## src/hdl/branch_pkg.sv

```systemverilog
// Shared definitions for the branch unit
// Sizes of the PC, the detector array and the Wishbone port
// Condition opcodes and the ALU flag, descriptor and request types
// Wishbone classic request and response types
// Register map of the descriptor fields

package branch_pkg;

    // --------------------
    // Sizes
    localparam int unsigned pc_width           = 10;
    localparam int unsigned branch_count       = 4;
    // One extra outcome at lowest priority stands for "no jump"
    localparam int unsigned outcome_count      = branch_count + 1;
    localparam int unsigned wb_data_width      = 32;
    localparam int unsigned wb_addr_width      = 4;
    localparam int unsigned field_width        = 2;
    localparam int unsigned branch_index_width = wb_addr_width - field_width;
    localparam int unsigned cond_width         = 3;

    // --------------------
    // Register map
    // Upper address bits pick the branch, the lower two pick the field
    localparam logic [field_width-1:0] field_origin      = 2'd0;
    localparam logic [field_width-1:0] field_destination = 2'd1;
    localparam logic [field_width-1:0] field_control     = 2'd2;
    // Control field layout, the condition sits in the low bits
    localparam int unsigned ctrl_enable_bit  = 4;
    localparam int unsigned ctrl_predict_bit = 3;

    // --------------------
    // Condition opcodes, each tests one flag or its inverse
    typedef enum logic [cond_width-1:0] {
        cond_always,
        cond_zero,
        cond_not_zero,
        cond_negative,
        cond_not_negative,
        cond_carry,
        cond_not_carry,
        cond_overflow
    } cond_e;

    typedef struct packed {
        logic zero;
        logic negative;
        logic carry;
        logic overflow;
    } alu_flags_t;

    // One branch descriptor as written by software
    typedef struct packed {
        logic                enable;
        logic                predict_taken;
        cond_e               condition;
        logic [pc_width-1:0] origin;
        logic [pc_width-1:0] destination;
    } branch_cfg_t;

    // Outcome of one detector
    typedef struct packed {
        logic                jump;
        logic                cancel;
        logic [pc_width-1:0] destination;
    } branch_req_t;

    typedef struct packed {
        logic                     cyc;
        logic                     stb;
        logic                     we;
        logic [wb_addr_width-1:0] adr;
        logic [wb_data_width-1:0] dat;
    } wb_req_t;

    typedef struct packed {
        logic                     ack;
        logic [wb_data_width-1:0] dat;
    } wb_rsp_t;

endpackage

```

## src/hdl/branch_arbiter.sv

```systemverilog
// Priority arbiter over the branch detector outcomes
// Stage 0 grants the lowest jumping index and registers everything
// Stage 1 selects the cancel bit and the destination with the grant
// Stage 1 is combinational and the consumer registers it

`timescale 1ns/100ps

module branch_arbiter (
    input  logic                            clock,
    input  logic                            arst_n,
    input  branch_pkg::branch_req_t         reqs [branch_pkg::branch_count],
    output logic                            jump,
    output logic                            cancel,
    output logic [branch_pkg::pc_width-1:0] jump_destination
);

    // --------------------
    // Stage 0
    logic [branch_pkg::branch_count-1:0]  jumps;
    logic [branch_pkg::branch_count-1:0]  cancels;
    logic [branch_pkg::pc_width-1:0]      destinations [branch_pkg::branch_count];
    logic                                 jumps_any;
    logic [branch_pkg::outcome_count-1:0] jumps_all;
    logic [branch_pkg::outcome_count-1:0] grant;
    logic [branch_pkg::outcome_count-1:0] cancels_all;

    always_comb begin
        for (int i = 0; i < branch_pkg::branch_count; i++) begin
            jumps[i]        = reqs[i].jump;
            cancels[i]      = reqs[i].cancel;
            destinations[i] = reqs[i].destination;
        end
    end

    // The no-jump request sits at the top, so it only wins when nothing
    // else asks and the grant is never empty
    assign jumps_any = |jumps;
    assign jumps_all = {!jumps_any, jumps};

    // Isolate the lowest set bit, which is the highest priority request
    assign grant = jumps_all & (~jumps_all + 1'b1);

    // With no jump, any misprediction still cancels the concurrent instruction
    assign cancels_all = {|cancels, cancels};

    // --------------------
    // Stage 0 registers
    logic [branch_pkg::outcome_count-1:0] grant_q;
    logic [branch_pkg::outcome_count-1:0] cancels_all_q;
    logic [branch_pkg::pc_width-1:0]      destinations_q [branch_pkg::branch_count];

    always_ff @(posedge clock or negedge arst_n) begin
        if (!arst_n) begin
            jump          <= 1'b0;
            grant_q       <= '0;
            cancels_all_q <= '0;
        end else begin
            jump          <= jumps_any;
            grant_q       <= grant;
            cancels_all_q <= cancels_all;
        end
    end

    // Every detector's destination is captured each cycle for stage 1 to pick from
    always_ff @(posedge clock) begin
        destinations_q <= destinations;
    end

    // --------------------
    // Stage 1
    // The full grant picks the cancel bit, including the no-jump slot
    assign cancel = |(grant_q & cancels_all_q);

    // Dropping the no-jump slot from the grant leaves no select bit set
    // when nothing jumps, so the destination falls to zero
    always_comb begin
        jump_destination = '0;
        for (int i = 0; i < branch_pkg::branch_count; i++) begin
            jump_destination = jump_destination
                             | (destinations_q[i] & {branch_pkg::pc_width{grant_q[i]}});
        end
    end

endmodule

```

## src/hdl/branch_config.sv

```systemverilog
// Descriptor register block behind a Wishbone classic slave port
// Holds one descriptor per branch detector and drives them all in parallel
// Two-cycle accesses with a single-cycle ack, full-word only

`timescale 1ns/100ps

module branch_config (
    input  logic                    clock,
    input  logic                    arst_n,
    input  branch_pkg::wb_req_t     wb_req,
    output branch_pkg::wb_rsp_t     wb_rsp,
    output branch_pkg::branch_cfg_t cfgs [branch_pkg::branch_count]
);

    // --------------------
    // Address decode
    logic [branch_pkg::branch_index_width-1:0] branch_index;
    logic [branch_pkg::field_width-1:0]        field;
    logic                                      access;
    logic                                      ack_q;
    logic [branch_pkg::wb_data_width-1:0]      read_data;

    assign branch_index = wb_req.adr[branch_pkg::field_width +: branch_pkg::branch_index_width];
    assign field        = wb_req.adr[branch_pkg::field_width-1:0];

    // A new access starts when the master strobes and no ack is pending.
    // Holding ack for one cycle only lets a held strobe restart an access
    // on the cycle after the ack
    assign access = wb_req.cyc && wb_req.stb && !ack_q;

    always_ff @(posedge clock or negedge arst_n) begin
        if (!arst_n) begin
            ack_q <= 1'b0;
        end else begin
            ack_q <= access;
        end
    end

    // --------------------
    // Descriptor registers
    // Writes land on the edge that raises ack, so the detectors see the
    // new descriptor in the following cycle
    always_ff @(posedge clock or negedge arst_n) begin
        if (!arst_n) begin
            // All zero means every branch is disabled
            cfgs <= '{default: '0};
        end else if (access && wb_req.we) begin
            case (field)
                branch_pkg::field_origin: begin
                    cfgs[branch_index].origin <= wb_req.dat[branch_pkg::pc_width-1:0];
                end
                branch_pkg::field_destination: begin
                    cfgs[branch_index].destination <= wb_req.dat[branch_pkg::pc_width-1:0];
                end
                branch_pkg::field_control: begin
                    cfgs[branch_index].enable <= wb_req.dat[branch_pkg::ctrl_enable_bit];
                    cfgs[branch_index].predict_taken <=
                        wb_req.dat[branch_pkg::ctrl_predict_bit];
                    cfgs[branch_index].condition <=
                        branch_pkg::cond_e'(wb_req.dat[branch_pkg::cond_width-1:0]);
                end
                // Field 3 is unused and drops the write
                default: begin
                end
            endcase
        end
    end

    // --------------------
    // Read path
    // The master holds the address until ack, so a plain mux of the
    // current registers is valid for the whole ack cycle
    always_comb begin
        read_data = '0;
        case (field)
            branch_pkg::field_origin: begin
                read_data[branch_pkg::pc_width-1:0] = cfgs[branch_index].origin;
            end
            branch_pkg::field_destination: begin
                read_data[branch_pkg::pc_width-1:0] = cfgs[branch_index].destination;
            end
            branch_pkg::field_control: begin
                read_data[branch_pkg::ctrl_enable_bit]  = cfgs[branch_index].enable;
                read_data[branch_pkg::ctrl_predict_bit] = cfgs[branch_index].predict_taken;
                read_data[branch_pkg::cond_width-1:0]   = cfgs[branch_index].condition;
            end
            default: begin
            end
        endcase
    end

    always_comb begin
        wb_rsp.ack = ack_q;
        wb_rsp.dat = read_data;
    end

endmodule

```

## src/hdl/branch_detector.sv

```systemverilog
// Single branch detector
// Matches the PC against one descriptor and tests its condition
// Produces the jump, the misprediction cancel and the destination

`timescale 1ns/100ps

module branch_detector (
    input  branch_pkg::branch_cfg_t cfg,
    input  logic [branch_pkg::pc_width-1:0] pc,
    input  branch_pkg::alu_flags_t  flags,
    output branch_pkg::branch_req_t req
);

    logic match;
    logic cond_true;

    // --------------------
    // Condition evaluation
    always_comb begin
        case (cfg.condition)
            branch_pkg::cond_always: begin
                cond_true = 1'b1;
            end
            branch_pkg::cond_zero: begin
                cond_true = flags.zero;
            end
            branch_pkg::cond_not_zero: begin
                cond_true = !flags.zero;
            end
            branch_pkg::cond_negative: begin
                cond_true = flags.negative;
            end
            branch_pkg::cond_not_negative: begin
                cond_true = !flags.negative;
            end
            branch_pkg::cond_carry: begin
                cond_true = flags.carry;
            end
            branch_pkg::cond_not_carry: begin
                cond_true = !flags.carry;
            end
            branch_pkg::cond_overflow: begin
                cond_true = flags.overflow;
            end
            default: begin
                cond_true = 1'b0;
            end
        endcase
    end

    // --------------------
    // Outcome
    // Only an enabled descriptor at its origin PC takes part
    assign match = cfg.enable && (pc == cfg.origin);

    always_comb begin
        req.jump        = match && cond_true;
        // The concurrent instruction was fetched on the predicted path,
        // so it must go whenever the real outcome disagrees
        req.cancel      = match && (cond_true != cfg.predict_taken);
        req.destination = cfg.destination;
    end

endmodule

```

## src/hdl/branch_unit.sv

```systemverilog
// Top level of the branch unit
// Wishbone descriptor block, one detector per branch and the arbiter
// Outputs follow pc and flags by exactly one clock

`timescale 1ns/100ps

module branch_unit (
    input  logic                            clock,
    input  logic                            arst_n,
    input  branch_pkg::wb_req_t             wb_req,
    output branch_pkg::wb_rsp_t             wb_rsp,
    input  logic [branch_pkg::pc_width-1:0] pc,
    input  branch_pkg::alu_flags_t          flags,
    output logic                            jump,
    output logic                            cancel,
    output logic [branch_pkg::pc_width-1:0] jump_destination
);

    // --------------------
    // Descriptor registers
    branch_pkg::branch_cfg_t cfgs [branch_pkg::branch_count];
    branch_pkg::branch_req_t reqs [branch_pkg::branch_count];

    branch_config u_config (
        .clock  (clock),
        .arst_n (arst_n),
        .wb_req (wb_req),
        .wb_rsp (wb_rsp),
        .cfgs   (cfgs)
    );

    // --------------------
    // Detectors
    // All detectors see the same pc and flags and work in parallel
    for (genvar i = 0; i < branch_pkg::branch_count; i++) begin : g_detector
        branch_detector u_detector (
            .cfg   (cfgs[i]),
            .pc    (pc),
            .flags (flags),
            .req   (reqs[i])
        );
    end

    // --------------------
    // Arbiter
    // Index 0 has the highest priority
    branch_arbiter u_arbiter (
        .clock            (clock),
        .arst_n           (arst_n),
        .reqs             (reqs),
        .jump             (jump),
        .cancel           (cancel),
        .jump_destination (jump_destination)
    );

endmodule

```

## config.mk

```make
export PLATFORM = sky130hd
export DESIGN_NAME = branch_unit
export DESIGN_NICKNAME = d
export VERILOG_FILES = /design/src/hdl/branch_pkg.sv /design/src/hdl/branch_arbiter.sv /design/src/hdl/branch_config.sv /design/src/hdl/branch_detector.sv /design/src/hdl/branch_unit.sv
export SDC_FILE = /design/constraint.sdc
export NUM_CORES = 1
export LEC_CHECK = 0
export ABC_CLOCK_PERIOD_IN_PS = 2600
export BUFFER_PORTS_ARGS = -buffer_cell sky130_fd_sc_hd__buf_2
export CORE_ASPECT_RATIO = 0.8
export CORE_MARGIN = 2
export CORE_UTILIZATION = 57
export DETAILED_ROUTE_END_ITERATION = 8
export PLACE_DENSITY = 0.86
export SKIP_CTS_REPAIR_TIMING = 1
export SLEW_MARGIN = 10
export SYNTH_ARGS = -nofsm -noshare
export SYNTH_HDL_FRONTEND = slang
export SYNTH_SLANG_ARGS = --single-unit
```

## constraint.sdc

```tcl
create_clock -name clock -period 2.6 [get_ports clock]
set_clock_uncertainty 0.15 [all_clocks]
set_input_delay 0.13 -clock clock [delete_from_list [all_inputs] [get_ports clock]]
set_output_delay 0.13 -clock clock [all_outputs]
set_load 0.01 [all_outputs]
```

Yosys cells after proc, flatten, opt, wreduce, memory -nomap -nowiden

Index checks and enable logic that the tools add are counted.

Add/sub/neg operators: 1
Multiply operators: 0
Divide/modulo/power cells: 0
$lt $le $gt $ge: 2
Equal/unequal tests: 38
Shifts and indexed selects: 0
Muxes and demuxes: 25
Bitwise gates (word level): 11
Reduce and logical (&&, ||, !) cells: 31

Operator list:

| kind                                                             | number |
|---|---|
| 100-bit bitwise mux                                              | 5 |
| 100-bit case mux with 3 select lines                             | 1 |
| 25-bit demux with 2-bit select                                   | 5 |
| 25-bit 2-to-1 mux                                                | 3 |
| 25-bit binary-select mux with 2-bit select                       | 1 |
| 3-bit == test (second input constant)                            | 16 |
| 10-bit AND                                                       | 4 |
| 10-bit == test                                                   | 4 |
| 1-bit case mux with 8 select lines                               | 4 |
| 10-bit OR                                                        | 3 |
| 3-bit by 2-bit == test with 1-bit output (second input constant) | 8 |
| 24-bit 2-to-1 mux                                                | 1 |
| 23-bit 2-to-1 mux                                                | 1 |
| 20-bit 2-to-1 mux                                                | 1 |
| 1-bit logical AND                                                | 16 |
| 5-bit case mux with 3 select lines                               | 1 |
| 3-bit by 1-bit == test with 1-bit output (second input constant) | 4 |
| 3-bit logical NOT                                                | 4 |
| 5-bit AND                                                        | 2 |
| 10-bit 2-to-1 mux                                                | 1 |
| 5-bit case mux with 2 select lines                               | 1 |
| 4-bit OR reduction                                               | 2 |
| 5-bit by 1-bit adder with 5-bit output (second input constant)   | 1 |
| 1-bit logical NOT                                                | 5 |
| 11 further kinds                                                 | 14 |

Bits in registers: 152
Bits in latches: 0
Memory bits (writable): 0
ROM bits: 0
Input port bits: 55
Output and inout bits: 45
Logic and storage cells: 136
Memories kept: 0

Depth between registers and ports, before layout

Depth in word-level cells: 9
Mapped depth: 9
Gate-level depth less buffers: 7

Modules after synthesis

A second synthesis with hierarchy kept.

Cells, all modules: 649
Area total of the unflattened synthesis: 7,737.4 um^2

Modules (own cells, without submodules):

| module          | instances | cells an instance | area an instance (um^2) | seq. area each (um^2) |
|---|---|---|---|---|
| branch_config   | 1         | 371               | 5,058.6                 | 2,527.4 |
| branch_arbiter  | 1         | 94                | 1,352.5                 | 1,076.0 |
| branch_detector | 4         | 46                | 331.6                   | 0.0 |

Worst setup path after synthesis

OpenSTA, ideal clock, no wires.

Path type: register to register
From: reg with a tool-made name
To: reg u_arbiter.cancels_all_q[4] in the netlist's numbering
Setup time: 139 ps
Data arrival time: 1,895 ps
Data required time: 2,311 ps
Setup slack: 416 ps
Stages on the path, launching flop included: 6
Path buffers: 0
Clock period less this slack: 2,184 ps
Path through: dfrtp_1 mux2_2 a221o_1 a21oi_1 and3b_1 or4_1

RTL lines:

| what                 | RTL line             | text |
|---|---|---|
| end signal, assigned | branch_arbiter.sv:60 | `cancels_all_q <= cancels_all;` |
| end, declared        | branch_arbiter.sv:49 | `logic [branch_pkg::outcome_count-1:0] cancels_all_q;` |

==> results_dict.tcl <==
set metrics [dict create \
    finalSetupViolations 0 \
    crit_family "simple AND/OR/NAND/NOR gates" \
    cts_buffer_depth 2 \
    hp-class "input port to flop" \
    cp-end-kind "flop" \
    drv_slew 0 \
    path_common_cell "and3b_1" \
    drc 0 \
    cp_slowest_cell "nor2_1" \
    core_area_sq_um 12200 \
    cts_tree "done" \
    synthArstFlopShare_pct 73.7 \
    avgRoutedWirePerCell_um 23.4 \
    hpwl_um 12900 \
    cp_data_required_time_ns 2.81 \
    cts.clk_slew.worst_paths_ns 0.06 \
    grt.overflow.total 0 \
    grt_pass1_wl_um 30000 \
    criticalPathCategory "flop to flop" \
    cts_sinks 152 \
    p_total_w 0.00629 \
    cp_slowest_stage_delay_ns 0.80 \
    syn_area_per_cell_sq_um 11.8 \
    min_period_over_period_pct 91.1 \
    area_delta_synth_final_pct 14.6 \
    drt_iter0_markers 800 \
    cts_made_buffers 17 \
    viasPerCell 6.60 \
    synth_edf_count 0 \
    max_slew_margin_pct 35.0 \
    cp-startpoint "u_config.ack_q$_DFF_PN0_" \
    grt_pass1_vias 5442 \
    yosysWarnings 0 \
    r2r_setup_slack_ns 0.23 \
    dieArea_sq_um 13400 \
    clock.fmax_mhz 422 \
    start_util_pct 58.3 \
    die_y_um 104 \
    nets 718 \
    wl_um 19200 \
    yosysSeqAreaShare_pct 50.8 \
    r2r_cells 5 \
    hold_viol_final 0 \
    portBuffers 55 \
    routabilityCongestion 1.02 \
    htreeDepth 4 \
    p_leak_nw 3.64 \
    antenna_found_initial 0 \
    vdd_drop_max_mv 0.651 \
    ioPinCount 100 \
    netlist_instances 600 \
    holdWs_ns 0.0230 \
    synth_seq_cells 152 \
    power_density_nw_per_um2 773 \
    ys_types 44 \
    path_buf_inv 0 \
    tightest_slew_ns 0.969 \
    r2r_start "u_config.ack_q$_DFF_PN0_" \
    fin_setup_tns_ns 0 \
    critical_path_arrival_ns 2.57 \
    via_count 5430 \
    grt_max_degree 75 \
    synth_area_sq_um 7090 \
    num_rows 36 \
    diodes 0 \
    status "complete, no violations" \
    cp_max_fo 10 \
    dieWidth_um 129 \
    first_pass_iters 6 \
    drt.antenna.violating_nets 0 \
    maxCapViolCount 0 \
    cp_cell_sequence "and3b_1 -> and3b_1 -> nand3_1 -> nor2_1 -> a22o_1" \
    startpoint_type "flop" \
    synth_flop_cell "dfrtp_1" \
    grt_usage_pct 29.9 \
    grt_setup_unrepaired "false" \
    insertion_delay_ns 0.43 \
    drive_above_1_share_pct 21.6 \
    cp_num_cells 5 \
    root_buffer "clkbuf_16" \
    post-route-min-period_ns 2.37 \
]
[layer usage]
| layer | track usage, % | vias to the layer above | part of all wire, % |
|---|---|---|---|
| met1 | 42.8 | 2706 | 40 |
| met2 | 44.4 | 367 | 46 |
| met5 | 0 | - | 0 |
| li1 | - | 2314 | - |
| met4 | 9.94 | 0 | 2.3 |
| met3 | 8.37 | 43 | 11 |
[worst min-delay path by stage]
| stage | startpoint | end | slack [ns] | cells after the start |
|---|---|---|---|---|
| final | wb_req[3] | flop | 0.02 | 2 |
| after global routing | wb_req[1] | flop | 0.02 | 2 |
| after CTS | arst_n | async pin | -0.46 | 1 |
| after detailed placement | arst_n | async pin | -0.01 | 1 |
| after global placement | arst_n | async pin | -0.02 | 1 |
| after floorplan | arst_n | async pin | -0.32 | 0 |
[power by group]
part | leakage, nW | internal (W) | switching [W]
logic | 1.59 | 0.000503 | 0.000451
clock network | 0.291 | 0.00144 | 0.00104
registers | 1.76 | 0.00259 | 0.000257
[cells in the mapped netlist, types with 2 or more instances]
cell type    n  share of area (%)
a32oi_1      3               0.37
dfxtp_1     40                 11
buf_4       23                2.4
nor2_1      21                1.1
and3b_1      3               0.37
nand2b_1    11               0.97
or2_2        3               0.26
nor2b_1      3               0.26
a22o_1     116                 14
nand2_1     50                2.6
nand4_1      8               0.71
xor2_1       6               0.74
ha_1         5               0.88
o21ai_1      4               0.28
clkbuf_1    29                1.5
buf_1        5               0.26
dfrtp_1    112                 40
xnor2_1     37                4.6
mux2_2       6               0.95
nand3_1      5               0.35
a21oi_1      6               0.42
a31oi_1      3               0.26
o21ai_0      9               0.64
a22oi_1     26                2.8
a211oi_1     2               0.21
mux2i_1      3               0.42
mux4_2      26                8.3
inv_1       10               0.53
and2_1       3               0.26
buf_2        7               0.49
nor3_1       2               0.14
[final cells by class]
cell class                 instances  area, sq um
sequential                       152         3600
timing repair buffer              83          523
multi-input combinational        394         3180
inverter                          10         37.5
tap                              152          190
clock inverter                    14          164
clock buffer                      18          429
fill                             874         4030
[per-stage QoR]
step | util, % | area, sq um | worst slack, ns | instances
floorplan | - | 7170 | 0.416 | 621
global placement | 61.2 | 7450 | 0.324 | 782
detailed placement | 61.2 | 7450 | 0.253 | 782
CTS | 66.1 | 8040 | 0.255 | 814
global route | 66.9 | 8130 | 0.139 | 823
finish | 66.9 | 8130 | 0.232 | 823
[cell usage in the layout, fill, tap and decap left out, types with 10 or more instances in the layout]
master / synthesis / routed
buf_2: 7 / 54
nand2b_1: 11 / 11
clkbuf_16: 0 / 17
nor2_1: 21 / 21
buf_4: 23 / 19
a22o_1: 116 / 116
dfrtp_1: 112 / 112
nand2_1: 50 / 50
mux4_2: 26 / 26
conb_1: 1 / 22
inv_1: 10 / 10
xnor2_1: 37 / 37
a22oi_1: 26 / 26
dfxtp_1: 40 / 40
[cells by family (layout without fill, tap and decap cells)]
family,Yosys count,after routing,share of synthesized area [%]
AO/OA/AOI/OAI,174,174,20.1
flip-flops,152,152,50.8
AND/OR/NAND/NOR,114,114,7.62
buffers and inverters,75,125,5.42
XOR/XNOR,43,43,5.31
multiplexers,36,36,9.84
adder cells (fa/ha/maj),5,5,0.882
other,1,22,0.0529
Power figures use the tool's default switching activity.
